$ cat config.mk
export PLATFORM = sky130hd
export DESIGN_NAME = ooo
export DESIGN_NICKNAME = d
export VERILOG_FILES = /design/src/hw/ooo_pkg.sv /design/src/hw/ooo_if.sv /design/src/hw/alu_cdb.sv /design/src/hw/ooo.sv /design/src/hw/ooo_ctrl.sv /design/src/hw/prf.sv /design/src/hw/rat.sv /design/src/hw/rob.sv /design/src/hw/rs.sv
export VERILOG_INCLUDE_DIRS = /design/src /design/src/hw
export SDC_FILE = /design/constraint.sdc
export NUM_CORES = 2
export LEC_CHECK = 0
export BUFFER_PORTS_ARGS = -buffer_cell sky130_fd_sc_hd__buf_2
export CAP_MARGIN = 15
export CORE_MARGIN = 2
export CORE_UTILIZATION = 59
export DETAILED_ROUTE_END_ITERATION = 7
export PLACE_DENSITY = 0.82
export SLEW_MARGIN = 20
export SYNTH_ARGS = -nofsm -noshare
export SYNTH_HDL_FRONTEND = slang
export SYNTH_SLANG_ARGS = --single-unit
$ cat constraint.sdc
create_clock -name clock -period 9 [get_ports clock]
set_input_delay 0.45 -clock clock [delete_from_list [all_inputs] [get_ports clock]]
set_output_delay 0.45 -clock clock [all_outputs]
set_load 0.005 [all_outputs]
$ cat src/hw/ooo_settings.svh
`ifndef OOO_SETTINGS_SVH
`define OOO_SETTINGS_SVH

// datapath width
`define XLEN 32

// register counts
`define ARCH_REGS 8
`define PHYS_REGS 16

// queue depths, both powers of two
`define ROB_SZ 8
`define RS_SZ 4

// dispatch immediate, sign extended to XLEN
`define IMM_W 16

`endif

$ cat src/hw/ooo_pkg.sv
`include "ooo_settings.svh"

package ooo_pkg;

    typedef logic [`XLEN-1:0]               data_t;
    typedef logic [$clog2(`ARCH_REGS)-1:0]  arn_t;
    typedef logic [$clog2(`PHYS_REGS)-1:0]  prn_t;
    typedef logic [$clog2(`ROB_SZ)-1:0]     robn_t;

    typedef enum logic [2:0] {
        OP_LI,
        OP_ADD,
        OP_SUB,
        OP_AND,
        OP_OR,
        OP_XOR,
        OP_SLL
    } opcode_e;

    // ENT_FREE must stay the all-zero encoding
    typedef enum logic [1:0] {
        ENT_FREE,
        ENT_WAIT,
        ENT_DONE
    } rob_state_e;

    // op1/op2 hold a prn in the low bits until ready
    typedef struct packed {
        logic    valid;
        opcode_e op;
        logic    op1_ready;
        data_t   op1;
        logic    op2_ready;
        data_t   op2;
        prn_t    dest_prn;
        robn_t   robn;
    } rs_entry_t;

    typedef struct packed {
        rob_state_e state;
        arn_t       dest_arn;
        prn_t       dest_prn;
        prn_t       old_prn;
    } rob_entry_t;

endpackage

$ cat src/hw/ooo_if.sv
`timescale 1ns/100ps

// result broadcast, one cycle, no back-pressure
interface cdb_if import ooo_pkg::*; ();
    logic  valid;
    prn_t  prn;
    robn_t robn;
    data_t value;

    modport src (output valid, prn, robn, value);
    modport dst (input valid, prn, robn, value);
endinterface

interface rename_if import ooo_pkg::*; ();
    logic req;
    arn_t rd;
    arn_t rs1;
    arn_t rs2;
    prn_t dest_prn;
    prn_t old_prn;
    prn_t op1_prn;
    prn_t op2_prn;
    logic free_empty;
    logic free_valid;
    prn_t free_prn;

    modport ctrl (output req, rd, rs1, rs2, free_valid, free_prn,
                  input dest_prn, old_prn, op1_prn, op2_prn, free_empty);
    modport tbl (input req, rd, rs1, rs2, free_valid, free_prn,
                 output dest_prn, old_prn, op1_prn, op2_prn, free_empty);
endinterface

interface issue_if import ooo_pkg::*; ();
    logic    valid;
    opcode_e op;
    data_t   op1;
    data_t   op2;
    prn_t    prn;
    robn_t   robn;

    modport src (output valid, op, op1, op2, prn, robn);
    modport dst (input valid, op, op1, op2, prn, robn);
endinterface

$ cat src/hw/alu_cdb.sv
`timescale 1ns/100ps

module alu_cdb import ooo_pkg::*; (
    input  logic clock,
    input  logic arst_n,
    issue_if.dst iss,
    cdb_if.src   cdb
);

    data_t result;

    always_comb begin
        case (iss.op)
            OP_LI:   result = iss.op1;
            OP_ADD:  result = iss.op1 + iss.op2;
            OP_SUB:  result = iss.op1 - iss.op2;
            OP_AND:  result = iss.op1 & iss.op2;
            OP_OR:   result = iss.op1 | iss.op2;
            OP_XOR:  result = iss.op1 ^ iss.op2;
            OP_SLL:  result = iss.op1 << iss.op2[4:0];
            default: result = '0;
        endcase
    end

    always_ff @(posedge clock or negedge arst_n) begin
        if (!arst_n) begin
            cdb.valid <= 1'b0;
        end else begin
            cdb.valid <= iss.valid;
        end
    end

    always_ff @(posedge clock) begin
        cdb.prn   <= iss.prn;
        cdb.robn  <= iss.robn;
        cdb.value <= result;
    end

endmodule

$ cat src/hw/ooo.sv
`timescale 1ns/100ps
`include "ooo_settings.svh"

module ooo import ooo_pkg::*; (
    input  logic              clock,
    input  logic              arst_n,
    input  logic              disp_valid,
    input  opcode_e           disp_op,
    input  arn_t              disp_rd,
    input  arn_t              disp_rs1,
    input  arn_t              disp_rs2,
    input  logic [`IMM_W-1:0] disp_imm,
    output logic              stall,
    output logic              commit_valid,
    output arn_t              commit_rd,
    output data_t             commit_value
);

    cdb_if    cdb ();
    rename_if ren ();
    issue_if  iss ();

    prn_t [1:0]  prf_rd_prn;
    data_t [1:0] prf_rd_value;
    logic [1:0]  prf_rd_ready;
    prn_t        prf_ct_prn;
    data_t       prf_ct_value;

    logic        rs_wr;
    rs_entry_t   rs_entry;
    logic        rs_full;

    logic        rob_wr;
    rob_entry_t  rob_entry;
    robn_t       rob_tail;
    logic        rob_full;
    logic        rob_head_valid;
    rob_entry_t  rob_head;
    logic        rob_pop;

    ooo_ctrl ctrl_i (
        .clock(clock), .arst_n(arst_n),
        .disp_valid(disp_valid), .disp_op(disp_op), .disp_rd(disp_rd),
        .disp_rs1(disp_rs1), .disp_rs2(disp_rs2), .disp_imm(disp_imm),
        .stall(stall), .ren(ren),
        .prf_rd_prn(prf_rd_prn), .prf_rd_value(prf_rd_value), .prf_rd_ready(prf_rd_ready),
        .cdb(cdb),
        .rs_wr(rs_wr), .rs_entry(rs_entry), .rs_full(rs_full),
        .rob_wr(rob_wr), .rob_entry(rob_entry), .rob_tail(rob_tail), .rob_full(rob_full),
        .rob_head_valid(rob_head_valid), .rob_head(rob_head), .rob_pop(rob_pop),
        .prf_ct_prn(prf_ct_prn), .prf_ct_value(prf_ct_value),
        .commit_valid(commit_valid), .commit_rd(commit_rd), .commit_value(commit_value)
    );

    rat rat_i (.clock(clock), .arst_n(arst_n), .ren(ren));

    // destination is allocated at rename
    prf prf_i (
        .clock(clock), .arst_n(arst_n),
        .rd_prn(prf_rd_prn), .rd_value(prf_rd_value), .rd_ready(prf_rd_ready),
        .ct_prn(prf_ct_prn), .ct_value(prf_ct_value),
        .alloc_valid(ren.req), .alloc_prn(ren.dest_prn),
        .cdb(cdb)
    );

    rs rs_i (
        .clock(clock), .arst_n(arst_n), .wr(rs_wr), .entry(rs_entry),
        .cdb(cdb), .iss(iss), .full(rs_full)
    );

    alu_cdb alu_i (.clock(clock), .arst_n(arst_n), .iss(iss), .cdb(cdb));

    rob rob_i (
        .clock(clock), .arst_n(arst_n), .wr(rob_wr), .entry(rob_entry),
        .tail(rob_tail), .full(rob_full), .cdb(cdb),
        .head_valid(rob_head_valid), .head(rob_head), .pop(rob_pop)
    );

endmodule

$ cat src/hw/ooo_ctrl.sv
`timescale 1ns/100ps
`include "ooo_settings.svh"

module ooo_ctrl import ooo_pkg::*; (
    input  logic              clock,
    input  logic              arst_n,
    input  logic              disp_valid,
    input  opcode_e           disp_op,
    input  arn_t              disp_rd,
    input  arn_t              disp_rs1,
    input  arn_t              disp_rs2,
    input  logic [`IMM_W-1:0] disp_imm,
    output logic              stall,
    rename_if.ctrl            ren,
    output prn_t [1:0]        prf_rd_prn,
    input  data_t [1:0]       prf_rd_value,
    input  logic [1:0]        prf_rd_ready,
    cdb_if.dst                cdb,
    output logic              rs_wr,
    output rs_entry_t         rs_entry,
    input  logic              rs_full,
    output logic              rob_wr,
    output rob_entry_t        rob_entry,
    input  robn_t             rob_tail,
    input  logic              rob_full,
    input  logic              rob_head_valid,
    input  rob_entry_t        rob_head,
    output logic              rob_pop,
    output prn_t              prf_ct_prn,
    input  data_t             prf_ct_value,
    output logic              commit_valid,
    output arn_t              commit_rd,
    output data_t             commit_value
);

    logic        accept;
    logic [1:0]  op_ready;
    data_t [1:0] op_value;

    // structural hazard, independent of disp_valid
    assign stall  = rs_full | rob_full | ren.free_empty;
    assign accept = disp_valid & ~stall;

    assign ren.req = accept;
    assign ren.rd  = disp_rd;
    assign ren.rs1 = disp_rs1;
    assign ren.rs2 = disp_rs2;

    assign prf_rd_prn[0] = ren.op1_prn;
    assign prf_rd_prn[1] = ren.op2_prn;

    // prf value, else same-cycle cdb bypass, else keep the tag
    always_comb begin
        for (int k = 0; k < 2; k++) begin
            if (prf_rd_ready[k]) begin
                op_ready[k] = 1'b1;
                op_value[k] = prf_rd_value[k];
            end else if (cdb.valid && cdb.prn == prf_rd_prn[k]) begin
                op_ready[k] = 1'b1;
                op_value[k] = cdb.value;
            end else begin
                op_ready[k] = 1'b0;
                op_value[k] = data_t'(prf_rd_prn[k]);
            end
        end
    end

    always_comb begin
        rs_entry.valid     = 1'b1;
        rs_entry.op        = disp_op;
        rs_entry.op1_ready = op_ready[0];
        rs_entry.op1       = op_value[0];
        rs_entry.op2_ready = op_ready[1];
        rs_entry.op2       = op_value[1];
        // li ignores its sources
        if (disp_op == OP_LI) begin
            rs_entry.op1_ready = 1'b1;
            rs_entry.op1       = {{(`XLEN-`IMM_W){disp_imm[`IMM_W-1]}}, disp_imm};
            rs_entry.op2_ready = 1'b1;
            rs_entry.op2       = '0;
        end
        rs_entry.dest_prn = ren.dest_prn;
        rs_entry.robn     = rob_tail;
    end

    assign rs_wr  = accept;
    assign rob_wr = accept;
    assign rob_entry = '{state: ENT_WAIT, dest_arn: disp_rd,
                         dest_prn: ren.dest_prn, old_prn: ren.old_prn};

    // commit
    assign rob_pop        = rob_head_valid && rob_head.state == ENT_DONE;
    assign prf_ct_prn     = rob_head.dest_prn;
    assign ren.free_valid = rob_pop && rob_head.dest_arn != '0;
    assign ren.free_prn   = rob_head.old_prn;

    always_ff @(posedge clock or negedge arst_n) begin
        if (!arst_n) begin
            commit_valid <= 1'b0;
        end else begin
            commit_valid <= rob_pop;
        end
    end

    always_ff @(posedge clock) begin
        if (rob_pop) begin
            commit_rd    <= rob_head.dest_arn;
            commit_value <= prf_ct_value;
        end
    end

endmodule

$ cat src/hw/prf.sv
`timescale 1ns/100ps
`include "ooo_settings.svh"

module prf import ooo_pkg::*; (
    input  logic        clock,
    input  logic        arst_n,
    input  prn_t [1:0]  rd_prn,
    output data_t [1:0] rd_value,
    output logic [1:0]  rd_ready,
    input  prn_t        ct_prn,
    output data_t       ct_value,
    input  logic        alloc_valid,
    input  prn_t        alloc_prn,
    cdb_if.dst          cdb
);

    data_t [`PHYS_REGS-1:0] values;
    logic  [`PHYS_REGS-1:0] ready;

    always_comb begin
        for (int k = 0; k < 2; k++) begin
            rd_value[k] = values[rd_prn[k]];
            rd_ready[k] = ready[rd_prn[k]];
        end
    end

    assign ct_value = values[ct_prn];

    // p0 is hardwired ready and zero
    always_ff @(posedge clock or negedge arst_n) begin
        if (!arst_n) begin
            values <= '0;
            ready  <= '1;
        end else begin
            if (cdb.valid && cdb.prn != '0) begin
                values[cdb.prn] <= cdb.value;
                ready[cdb.prn]  <= 1'b1;
            end
            if (alloc_valid && alloc_prn != '0) begin
                ready[alloc_prn] <= 1'b0;
            end
        end
    end

endmodule

$ cat src/hw/rat.sv
`timescale 1ns/100ps
`include "ooo_settings.svh"

module rat import ooo_pkg::*; (
    input  logic  clock,
    input  logic  arst_n,
    rename_if.tbl ren
);

    localparam int FREE_INIT = `PHYS_REGS - `ARCH_REGS;

    typedef logic [$clog2(`PHYS_REGS):0] cnt_t;

    prn_t [`ARCH_REGS-1:0] map;
    prn_t [`PHYS_REGS-1:0] free_list;
    prn_t                  fl_head;
    prn_t                  fl_tail;
    cnt_t                  fl_count;
    logic                  take;

    // r0 never takes a register
    assign take = ren.req && ren.rd != '0;

    assign ren.op1_prn    = map[ren.rs1];
    assign ren.op2_prn    = map[ren.rs2];
    assign ren.old_prn    = map[ren.rd];
    assign ren.dest_prn   = (ren.rd != '0) ? free_list[fl_head] : '0;
    assign ren.free_empty = fl_count == '0;

    always_ff @(posedge clock or negedge arst_n) begin
        if (!arst_n) begin
            for (int i = 0; i < `ARCH_REGS; i++) begin
                map[i] <= prn_t'(i);
            end
            // upper half of the prf starts free
            for (int i = 0; i < `PHYS_REGS; i++) begin
                free_list[i] <= (i < FREE_INIT) ? prn_t'(i + `ARCH_REGS) : '0;
            end
            fl_head  <= '0;
            fl_tail  <= prn_t'(FREE_INIT);
            fl_count <= cnt_t'(FREE_INIT);
        end else begin
            if (take) begin
                map[ren.rd] <= free_list[fl_head];
                fl_head     <= fl_head + 1'b1;
            end
            if (ren.free_valid) begin
                free_list[fl_tail] <= ren.free_prn;
                fl_tail            <= fl_tail + 1'b1;
            end
            case ({take, ren.free_valid})
                2'b10:   fl_count <= fl_count - 1'b1;
                2'b01:   fl_count <= fl_count + 1'b1;
                default: fl_count <= fl_count;
            endcase
        end
    end

endmodule

$ cat src/hw/rob.sv
`timescale 1ns/100ps
`include "ooo_settings.svh"

module rob import ooo_pkg::*; (
    input  logic       clock,
    input  logic       arst_n,
    input  logic       wr,
    input  rob_entry_t entry,
    output robn_t      tail,
    output logic       full,
    cdb_if.dst         cdb,
    output logic       head_valid,
    output rob_entry_t head,
    input  logic       pop
);

    rob_entry_t [`ROB_SZ-1:0]  entries;
    robn_t                     head_ptr;
    logic [$clog2(`ROB_SZ):0]  count;

    assign full       = count == `ROB_SZ;
    assign head_valid = count != '0;
    assign head       = entries[head_ptr];

    // pointers wrap naturally
    always_ff @(posedge clock or negedge arst_n) begin
        if (!arst_n) begin
            entries  <= '0;
            head_ptr <= '0;
            tail     <= '0;
            count    <= '0;
        end else begin
            if (cdb.valid) begin
                entries[cdb.robn].state <= ENT_DONE;
            end
            if (wr) begin
                entries[tail] <= entry;
                tail          <= tail + 1'b1;
            end
            if (pop) begin
                entries[head_ptr].state <= ENT_FREE;
                head_ptr                <= head_ptr + 1'b1;
            end
            case ({wr, pop})
                2'b10:   count <= count + 1'b1;
                2'b01:   count <= count - 1'b1;
                default: count <= count;
            endcase
        end
    end

endmodule

$ cat src/hw/rs.sv
`timescale 1ns/100ps
`include "ooo_settings.svh"

module rs import ooo_pkg::*; (
    input  logic      clock,
    input  logic      arst_n,
    input  logic      wr,
    input  rs_entry_t entry,
    cdb_if.dst        cdb,
    issue_if.src      iss,
    output logic      full
);

    // entries are kept compacted, index 0 is the oldest
    rs_entry_t [`RS_SZ-1:0]    entries;
    rs_entry_t [`RS_SZ-1:0]    woken;
    rs_entry_t [`RS_SZ-1:0]    nxt;
    logic [$clog2(`RS_SZ)-1:0] sel;
    logic                      sel_valid;
    logic                      placed;

    // tag match against the cdb
    always_comb begin
        woken = entries;
        for (int i = 0; i < `RS_SZ; i++) begin
            if (cdb.valid && !woken[i].op1_ready && prn_t'(woken[i].op1) == cdb.prn) begin
                woken[i].op1       = cdb.value;
                woken[i].op1_ready = 1'b1;
            end
            if (cdb.valid && !woken[i].op2_ready && prn_t'(woken[i].op2) == cdb.prn) begin
                woken[i].op2       = cdb.value;
                woken[i].op2_ready = 1'b1;
            end
        end
    end

    // lowest ready index wins
    always_comb begin
        sel       = '0;
        sel_valid = 1'b0;
        for (int i = `RS_SZ-1; i >= 0; i--) begin
            if (entries[i].valid && entries[i].op1_ready && entries[i].op2_ready) begin
                sel       = i[$clog2(`RS_SZ)-1:0];
                sel_valid = 1'b1;
            end
        end
    end

    assign iss.valid = sel_valid;
    assign iss.op    = entries[sel].op;
    assign iss.op1   = entries[sel].op1;
    assign iss.op2   = entries[sel].op2;
    assign iss.prn   = entries[sel].dest_prn;
    assign iss.robn  = entries[sel].robn;

    // close the gap left by the issued entry, then append
    always_comb begin
        nxt    = woken;
        placed = 1'b0;
        if (sel_valid) begin
            for (int i = 0; i < `RS_SZ-1; i++) begin
                if (i >= int'(sel)) begin
                    nxt[i] = woken[i+1];
                end
            end
            nxt[`RS_SZ-1] = '0;
        end
        if (wr) begin
            for (int i = 0; i < `RS_SZ; i++) begin
                if (!placed && !nxt[i].valid) begin
                    nxt[i] = entry;
                    placed = 1'b1;
                end
            end
        end
    end

    assign full = entries[`RS_SZ-1].valid;

    always_ff @(posedge clock or negedge arst_n) begin
        if (!arst_n) begin
            entries <= '0;
        end else begin
            entries <= nxt;
        end
    end

endmodule

# ---- Word level (Yosys, flattened, before mapping)
# Index checks and enable logic that the tools add are counted.
# Widths: inputs -> output; s select.
dict set report totals {
  ff_bits 1135
  in_bits 31
  out_inout_bits 37
  wordCells 343
}
dict set report op_classes {
  add_sub_neg 10
  n_lt_le_gt_ge 24
  eq_ne 22
  n_shift 1
  mux 93
  bitwise_logic 10
  reduce_logical 65
}
# operator count
set op_table {}
lappend op_table {{$mux 308} 2}
lappend op_table {{$bwmux 512} 1}
lappend op_table {{$mux 77} 6}
lappend op_table {{$bmux 32 s4} 3}
lappend op_table {{$bwmux 104} 3}
lappend op_table {{$mux 104} 3}
lappend op_table {{$mux 33} 8}
lappend op_table {{$mux 32} 8}
lappend op_table {{$pmux 32 s7} 1}
lappend op_table {{$bmux 77 s2} 1}
lappend op_table {{$mux 76} 2}
lappend op_table {{$demux 32 s4} 1}
lappend op_table {{$demux 13 s3} 3}
lappend op_table {{$mux 66} 1}
lappend op_table {{$bwmux 64} 1}
lappend op_table {{$mux 13} 4}
lappend op_table {{$logic_and 1x1->1} 41}
lappend op_table {{$eq 4x4->1} 10}
lappend op_table {{$bmux 13 s3} 1}
lappend op_table {{$bmux 4 s3} 3}
lappend op_table {{$lt 4x5->1 const B} 7}
lappend op_table {{$add 32x32->32} 1}
lappend op_table {{$and 32x32->32} 1}
lappend op_table {{$bwmux 32} 1}
lappend op_table {{other kinds (44)} 112}

# ---- Depth between registers and ports, before layout
dict set report depth {
  ltp_word 23
  ltp_mapped 25
  mapped_depth_nobuf 22
}

# ---- Cells and area by module
# From an unflattened synthesis, not the netlist that was laid out.
dict set report hier_totals {
  hier_cells 6354
  area_unflattened_um2 71391.0
}
# mod n_inst cells_per_inst area_each_um2 seq_area_each_um2
set by_module_without_submodules {}
lappend by_module_without_submodules {prf 1 2010 31096.1 13232.7}
lappend by_module_without_submodules {rs 1 2191 18853.1 7707.4}
lappend by_module_without_submodules {alu_cdb 1 922 6924.1 805.8}
lappend by_module_without_submodules {rat 1 430 5895.7 2770.2}
lappend by_module_without_submodules {rob 1 449 5739.3 2852.7}
lappend by_module_without_submodules {ooo_ctrl 1 352 2882.8 1076.0}

# ---- Worst setup path after synthesis
# Ideal clock, no wire load.
dict set report synth_path {
  path_kind {reg2reg}
  startpoint {register rs_i.entries[153] (netlist name)}
  endpoint {register alu_i.cdb.value[31]}
  setup_ns 0.140
  arrival_ns 5.295
  t_required_ns 8.860
  setup_slack_ns 3.565
  stages_incl_launch_ff 25
  n_path_buf 4
  cell_sequence {dfrtp_1 -> and3_1 -> buf_2 -> a211oi_4 -> buf_4 -> mux2i_1 -> mux2_2 -> buf_2 -> clkbuf_1 -> ha_1 -> nand2_1 -> nor3b_1 -> a21oi_1 -> xnor2_1 -> ha_1 -> a21o_1 -> a21o_1 -> a21oi_1 -> o21ai_0 -> a31oi_1 -> a31oi_1 -> a31o_2 -> a311o_1 -> xnor2_1 -> o221ai_1}
}
dict set report synth_between {
  elab_chain_cells 8
  elab_cells_between_ends 20
  classes_between {2 x add/sub; 6 x eq/ne; 1 x shift; 5 x mux; 3 x bitwise; 3 x reduce/logical}
}
# element line_no
set synth_lines {}
lappend synth_lines {{start: declaration} rs.sv:15} ;# rs_entry_t [`RS_SZ-1:0] entries;
lappend synth_lines {{start signal: assignment} rs.sv:84} ;# entries <= nxt;
lappend synth_lines {{$logic_and 1x1->1 (*) (2 in a row)} rs.sv:42} ;# if (entries[i].valid && entries[i].op1_ready && entries[i].op2_ready) begin
lappend synth_lines {{$mux 2 (*) (2 in a row)} rs.sv:42}
lappend synth_lines {{$bmux 77 s2 (*)} {rs.sv:50, rs.sv:51, rs.sv:52}}
lappend synth_lines {{$mux 76 (implied by the code) (*)} rs.sv:50} ;# assign iss.op = entries[sel].op;
lappend synth_lines {{$sub 32x32->32, or another cell as far along} alu_cdb.sv:16} ;# OP_SUB: result = iss.op1 - iss.op2;
lappend synth_lines {{$pmux 32 s7 (*)} alu_cdb.sv:13} ;# case (iss.op)
lappend synth_lines {{end signal: assignment} alu_cdb.sv:36} ;# cdb.value <= result;
lappend synth_lines {{end: declaration} ooo_if.sv:10} ;# modport src (output valid, prn, robn, value);
# Mark *: on every way between the ends. The rest lies on a longest branch, timed or not. The select of a mux whose other input is x is not followed.
# A chain may end at the register's enable or synchronous reset.

# ---- Final worst setup path
# Same ends and word-level chain as after synthesis.

==> flow_summary.html <==
<table>
<tr><th>Metric</th><th>Value</th></tr>
<tr><th colspan="2">Status</th></tr>
<tr><td>Run status</td><td>complete, but fails checks</td></tr>
<tr><td>Violated checks</td><td>design-rule violations</td></tr>
<tr><th colspan="2">Timing</th></tr>
<tr><td>Final critical-path required period</td><td>6.64 ns</td></tr>
<tr><td>Transition time at the pin with the least slew margin</td><td>1.23 ns</td></tr>
<tr><td>Final hold violations</td><td>0</td></tr>
<tr><td>Max-Slew Margin vs Limit</td><td>15.4%</td></tr>
<tr><td>Slew Viols, Final</td><td>0</td></tr>
<tr><td>Setup violators final</td><td>0</td></tr>
<tr><td>Setup repair after global routing missed its margin</td><td>false</td></tr>
<tr><td>Fmax</td><td>151 MHz</td></tr>
<tr><td>Worst hold margin</td><td>0.0306 ns</td></tr>
<tr><td>Final worst-path cycle share</td><td>73.8%</td></tr>
<tr><td>Sum of negative setup slack</td><td>0 ns</td></tr>
<tr><td>Worst setup skew after layout</td><td>0.0332 ns</td></tr>
<tr><th colspan="2">Floorplanning</th></tr>
<tr><td>Ports</td><td>68</td></tr>
<tr><td>Floorplan row count</td><td>127</td></tr>
<tr><td>Starting density of the core</td><td>59.5%</td></tr>
<tr><td>Area inside the core boundary</td><td>0.120 mm^2</td></tr>
<tr><td>Die Outline Area</td><td>0.124 mm^2</td></tr>
<tr><td>Chip height</td><td>352 um</td></tr>
<tr><td>Horizontal extent of the die</td><td>352 um</td></tr>
<tr><th colspan="2">Synthesis</th></tr>
<tr><td>Netlist area before placement</td><td>0.0713 mm^2</td></tr>
<tr><td>Number of instances in the synthesized netlist</td><td>7407</td></tr>
<tr><td>Dominant register cell in the synthesized netlist</td><td>dfrtp_1</td></tr>
<tr><td>Number of synthesis warnings</td><td>0</td></tr>
<tr><td>Share of flip-flops with an asynchronous set or reset</td><td>93.5%</td></tr>
<tr><td>Average size of a mapped cell</td><td>9.62 um^2</td></tr>
<tr><td>Sequential element share of the synthesized area</td><td>39.9%</td></tr>
<tr><td>Number of flops mapped to enable cells by yosys</td><td>35</td></tr>
<tr><td>Number of distinct library cell variants in the gate-level netlist after synthesis</td><td>99</td></tr>
<tr><td>Number of nets in the synthesized netlist</td><td>7552</td></tr>
<tr><td>Register bit total from synthesis</td><td>1135</td></tr>
<tr><th colspan="2">Cells and area</th></tr>
<tr><td>Commonest cells after routing, fill and taps aside</td><td>nand2_1 (1050), dfrtp_1 (1010), mux2_2 (646), a211oi_1 (490), mux2i_1 (390)</td></tr>
<tr><td>Fraction of final layout cells with drive strength greater than 1</td><td>18.6%</td></tr>
<tr><td>Layout Cells excl Fill</td><td>8716</td></tr>
<tr><td>Most frequent standard cell in the layout excluding fill and tap cells</td><td>nand2_1</td></tr>
<tr><td>Multi-input gate area in the final layout</td><td>0.0397 mm^2</td></tr>
<tr><td>Layout Area Growth over Synthesis</td><td>7.12%</td></tr>
<tr><td>Final layout net count</td><td>7141</td></tr>
<tr><td>Filler cell count</td><td>9098</td></tr>
<tr><td>Register cell area after layout</td><td>0.0285 mm^2</td></tr>
<tr><th colspan="2">Global route</th></tr>
<tr><td>Remaining global-route overflow</td><td>0</td></tr>
<tr><td>First-pass GRT wire length</td><td>366000 um</td></tr>
<tr><td>Via count of the first global-routing pass</td><td>62.3k</td></tr>
<tr><td>Antenna violations before repair</td><td>7</td></tr>
<tr><td>Total track usage</td><td>38.1%</td></tr>
<tr><td>Largest net degree at the start of global routing</td><td>162</td></tr>
<tr><th colspan="2">Critical path</th></tr>
<tr><td>Endpoint required time on the critical path</td><td>9.64 ns</td></tr>
<tr><td>Top fanout value on the critical path</td><td>41</td></tr>
<tr><td>Kind of end point of the critical path</td><td>flip-flop</td></tr>
<tr><td>Cell breakdown of the critical path</td><td>and3_1 -&gt; a211oi_4 -&gt; buf_4 -&gt; mux2i_1 -&gt; mux2i_4 -&gt; inv_4 -&gt; ha_1 -&gt; nand2_1 -&gt; nor3b_1 -&gt; nand3_1 -&gt; nor2b_2 -&gt; a31oi_1 -&gt; xnor2_1 -&gt; ha_1 -&gt; and3_1 -&gt; a211o_1 -&gt; nand2b_1 -&gt; nand2_1 -&gt; a31o_2 -&gt; a311o_1 -&gt; xnor2_1 -&gt; o221ai_1</td></tr>
<tr><td>Worst reg-to-reg path cell count</td><td>22</td></tr>
<tr><td>Setup slack of the most critical reg-to-reg path</td><td>2.36 ns</td></tr>
<tr><td>CP arrival</td><td>7.28 ns</td></tr>
<tr><td>Largest incremental delay on the critical path</td><td>0.55 ns</td></tr>
<tr><td>Worst setup SP type</td><td>flip-flop</td></tr>
<tr><td>Kind of critical path</td><td>flip-flop to flip-flop</td></tr>
<tr><td>Max stage delay cell, worst path</td><td>buf_4</td></tr>
<tr><th colspan="2">Detailed routing</th></tr>
<tr><td>Number of iterations in the first detailed-routing pass</td><td>8</td></tr>
<tr><td>DRC viols</td><td>4</td></tr>
<tr><td>Highest metal layer used by the detailed router</td><td>met5</td></tr>
<tr><td>Via-per-instance ratio</td><td>7.29</td></tr>
<tr><td>Routed length on met1</td><td>87500 um</td></tr>
<tr><td>Routed wire length</td><td>240000 um</td></tr>
<tr><td>Starting DRC count in detailed routing</td><td>9488</td></tr>
<tr><td>Wire per inst</td><td>27.5 um</td></tr>
<tr><td>Antenna viol nets, final</td><td>0</td></tr>
<tr><td>Number of vias after detailed routing</td><td>63.6k</td></tr>
<tr><td>Wire length on met3</td><td>34000 um</td></tr>
<tr><td>Met2 layer wire length in the routed design</td><td>105000 um</td></tr>
<tr><th colspan="2">Power and ir drop</th></tr>
<tr><td>PD cells</td><td>136 mW/mm^2</td></tr>
<tr><td>Static power due to leakage</td><td>0.0326 uW</td></tr>
<tr><td>Max rail drop VDD</td><td>0.188 mV</td></tr>
<tr><th colspan="2">Job</th></tr>
<tr><td>Max Cap Violations</td><td>0</td></tr>
<tr><th colspan="2">CTS</th></tr>
<tr><td>Clk root buf</td><td>clkbuf_16</td></tr>
<tr><td>Clock tree from TritonCTS</td><td>done</td></tr>
<tr><td># H-tree levels</td><td>3</td></tr>
<tr><td>Number of sinks handled by clock tree synthesis</td><td>1135</td></tr>
<tr><td>Clock insertion delay at the later pin of the skew report</td><td>0.79 ns</td></tr>
<tr><td>Clock-pin slew reported for the worst setup and hold paths after clock tree synthesis</td><td>0.07 ns</td></tr>
<tr><td>Post_cts resized</td><td>0</td></tr>
<tr><td>Deepest clock path buffer count</td><td>3</td></tr>
<tr><td>Quantity of hold-fixing buffers added after cts</td><td>5</td></tr>
<tr><td>Cts bufs inserted</td><td>118</td></tr>
<tr><td>Post-CTS repair timing setup buffer count</td><td>0</td></tr>
<tr><th colspan="2">Worst hold path</th></tr>
<tr><td>Min-delay worst type</td><td>input pin to flip-flop</td></tr>
<tr><td>Depth of the worst hold-timing path</td><td>3</td></tr>
<tr><th colspan="2">Place</th></tr>
<tr><td>DPL Wire Length</td><td>142000 um</td></tr>
<tr><td>Number of input and output port buffers inserted</td><td>67</td></tr>
<tr><td>Final weighted congestion in routability-driven placement</td><td>0.951</td></tr>
<tr><td>Cell count after placement</td><td>8481</td></tr>
</table>
-- Yosys cell counts (16+ instances only) --
library cell	n	area, um^2
nand2_1	1058	3970
dfrtp_1	1011	25300
mux2_2	650	7320
clkbuf_1	571	2140
a211oi_1	490	3680
mux2i_1	402	4020
nor2_1	282	1060
and2_1	252	1580
a31oi_1	207	1290
o21ai_0	190	951
a311oi_1	187	1640
a21oi_1	181	906
o22ai_1	171	1070
o21ai_1	169	846
ha_1	111	1390
buf_2	101	505
inv_1	100	375
mux4_2	99	2230
o211ai_1	98	736
nand3_1	80	400
o32ai_1	80	701
and2_0	78	488
xnor2_1	72	631
o22a_1	71	622
and3_1	69	432
nor3_1	58	290
buf_1	57	214
dfstp_2	50	1310
or3_1	46	288
dfxtp_1	39	781
edfxtp_1	35	1050
o221ai_1	35	307
xor2_1	28	245
a21o_1	19	143
a22oi_1	17	128
nand2b_1	17	106
nor2b_1	16	100
-- power breakdown --
group / internal [uW] / switching (uW) / total (uW)
logic: 23.3 / 136 / 159
registers: 5120 / 0 / 5120
clock network: 2900 / 2220 / 5120
-- critical path: cells and delay by family, from the launching register on --
family / cells / cell delay (ns)
fa+ha+maj: 2 / 0.71
simple gates: 8 / 1.95
compound gates: 6 / 1.42
mux: 2 / 0.66
xor+xnor: 2 / 0.32
flops: 1 / 0.42
buf+inv: 2 / 0.99
-- stage by stage --
stage | total power, uW | instance area (um^2) | utilization [%] | setup slack (ns)
after floorplan | 5250 | 71300 | - | 3.56
after global placement | 5370 | 72200 | 60.3 | 2.54
after detailed placement | 5370 | 72200 | 60.3 | 2.43
after CTS | 10400 | 76300 | 63.7 | 2.42
after global routing | 10700 | 76400 | 63.7 | 1.99
final | 10400 | 76400 | 63.7 | 2.36
-- registers in the layout (all words and copies together), names as in the netlist, 3 cells and up --
| signal | flops |
|---|---|
| rob_i.count | 4 |
| ctrl_i.commit_rd | 3 |
| rat_i.fl_tail | 4 |
| rob_i.tail | 3 |
| alu_i.cdb.prn | 4 |
| alu_i.cdb.robn | 3 |
| rat_i.fl_count | 5 |
| prf_i.ready | 16 |
| ctrl_i.commit_value | 32 |
| rat_i.map | 32 |
| rob_i.head_ptr | 3 |
| rob_i.entries | 104 |
| prf_i.values | 512 |
| alu_i.cdb.value | 32 |
| rat_i.free_list | 64 |
| rs_i.entries | 307 |
| rat_i.fl_head | 4 |
-- worst paths after layout --
check,from,end
worst min register to register,prf_i.ready[0],prf_i.ready[0]
worst max register to register,rs_i.entries[153],alu_i.cdb.value[31]
min in group asynchronous,arst_n,prf_i.values[62]
worst min-delay path,disp_imm[2],rs_i.entries[42]
max in group asynchronous,arst_n,rs_i.entries[41]
worst max-delay path,rs_i.entries[153],alu_i.cdb.value[31]
-- per-layer routing --
layer / vias to the layer above / track usage, %
met3: 1097 / 13.0
met2: 4938 / 57.2
met4: 10 / 19.6
met5: - / 0.157
met1: 31000 / 48.8
li1: 26600 / -
-- kinds of logic after synthesis --
logic type | synth area share [%]
XOR/XNOR | 1.23
flip-flops | 39.9
adder cells (fa/ha/maj) | 2.03
AO/OA/AOI/OAI | 19.6
multiplexers | 19.4
buffers and inverters | 4.93
AND/OR/NAND/NOR | 12.8
-- final cells by class --
cell class / instances / area share, %
Antenna cell: 3 / 0.00983
Clock buffer: 167 / 4.41
Multi-Input combinational cell: 5412 / 52.0
Timing Repair Buffer: 222 / 2.23
Tap cell: 1612 / 2.64
Clock inverter: 58 / 0.880
Sequential cell: 1135 / 37.3
Inverter: 107 / 0.529
No activity file was read; power rests on OpenSTA's default activity.
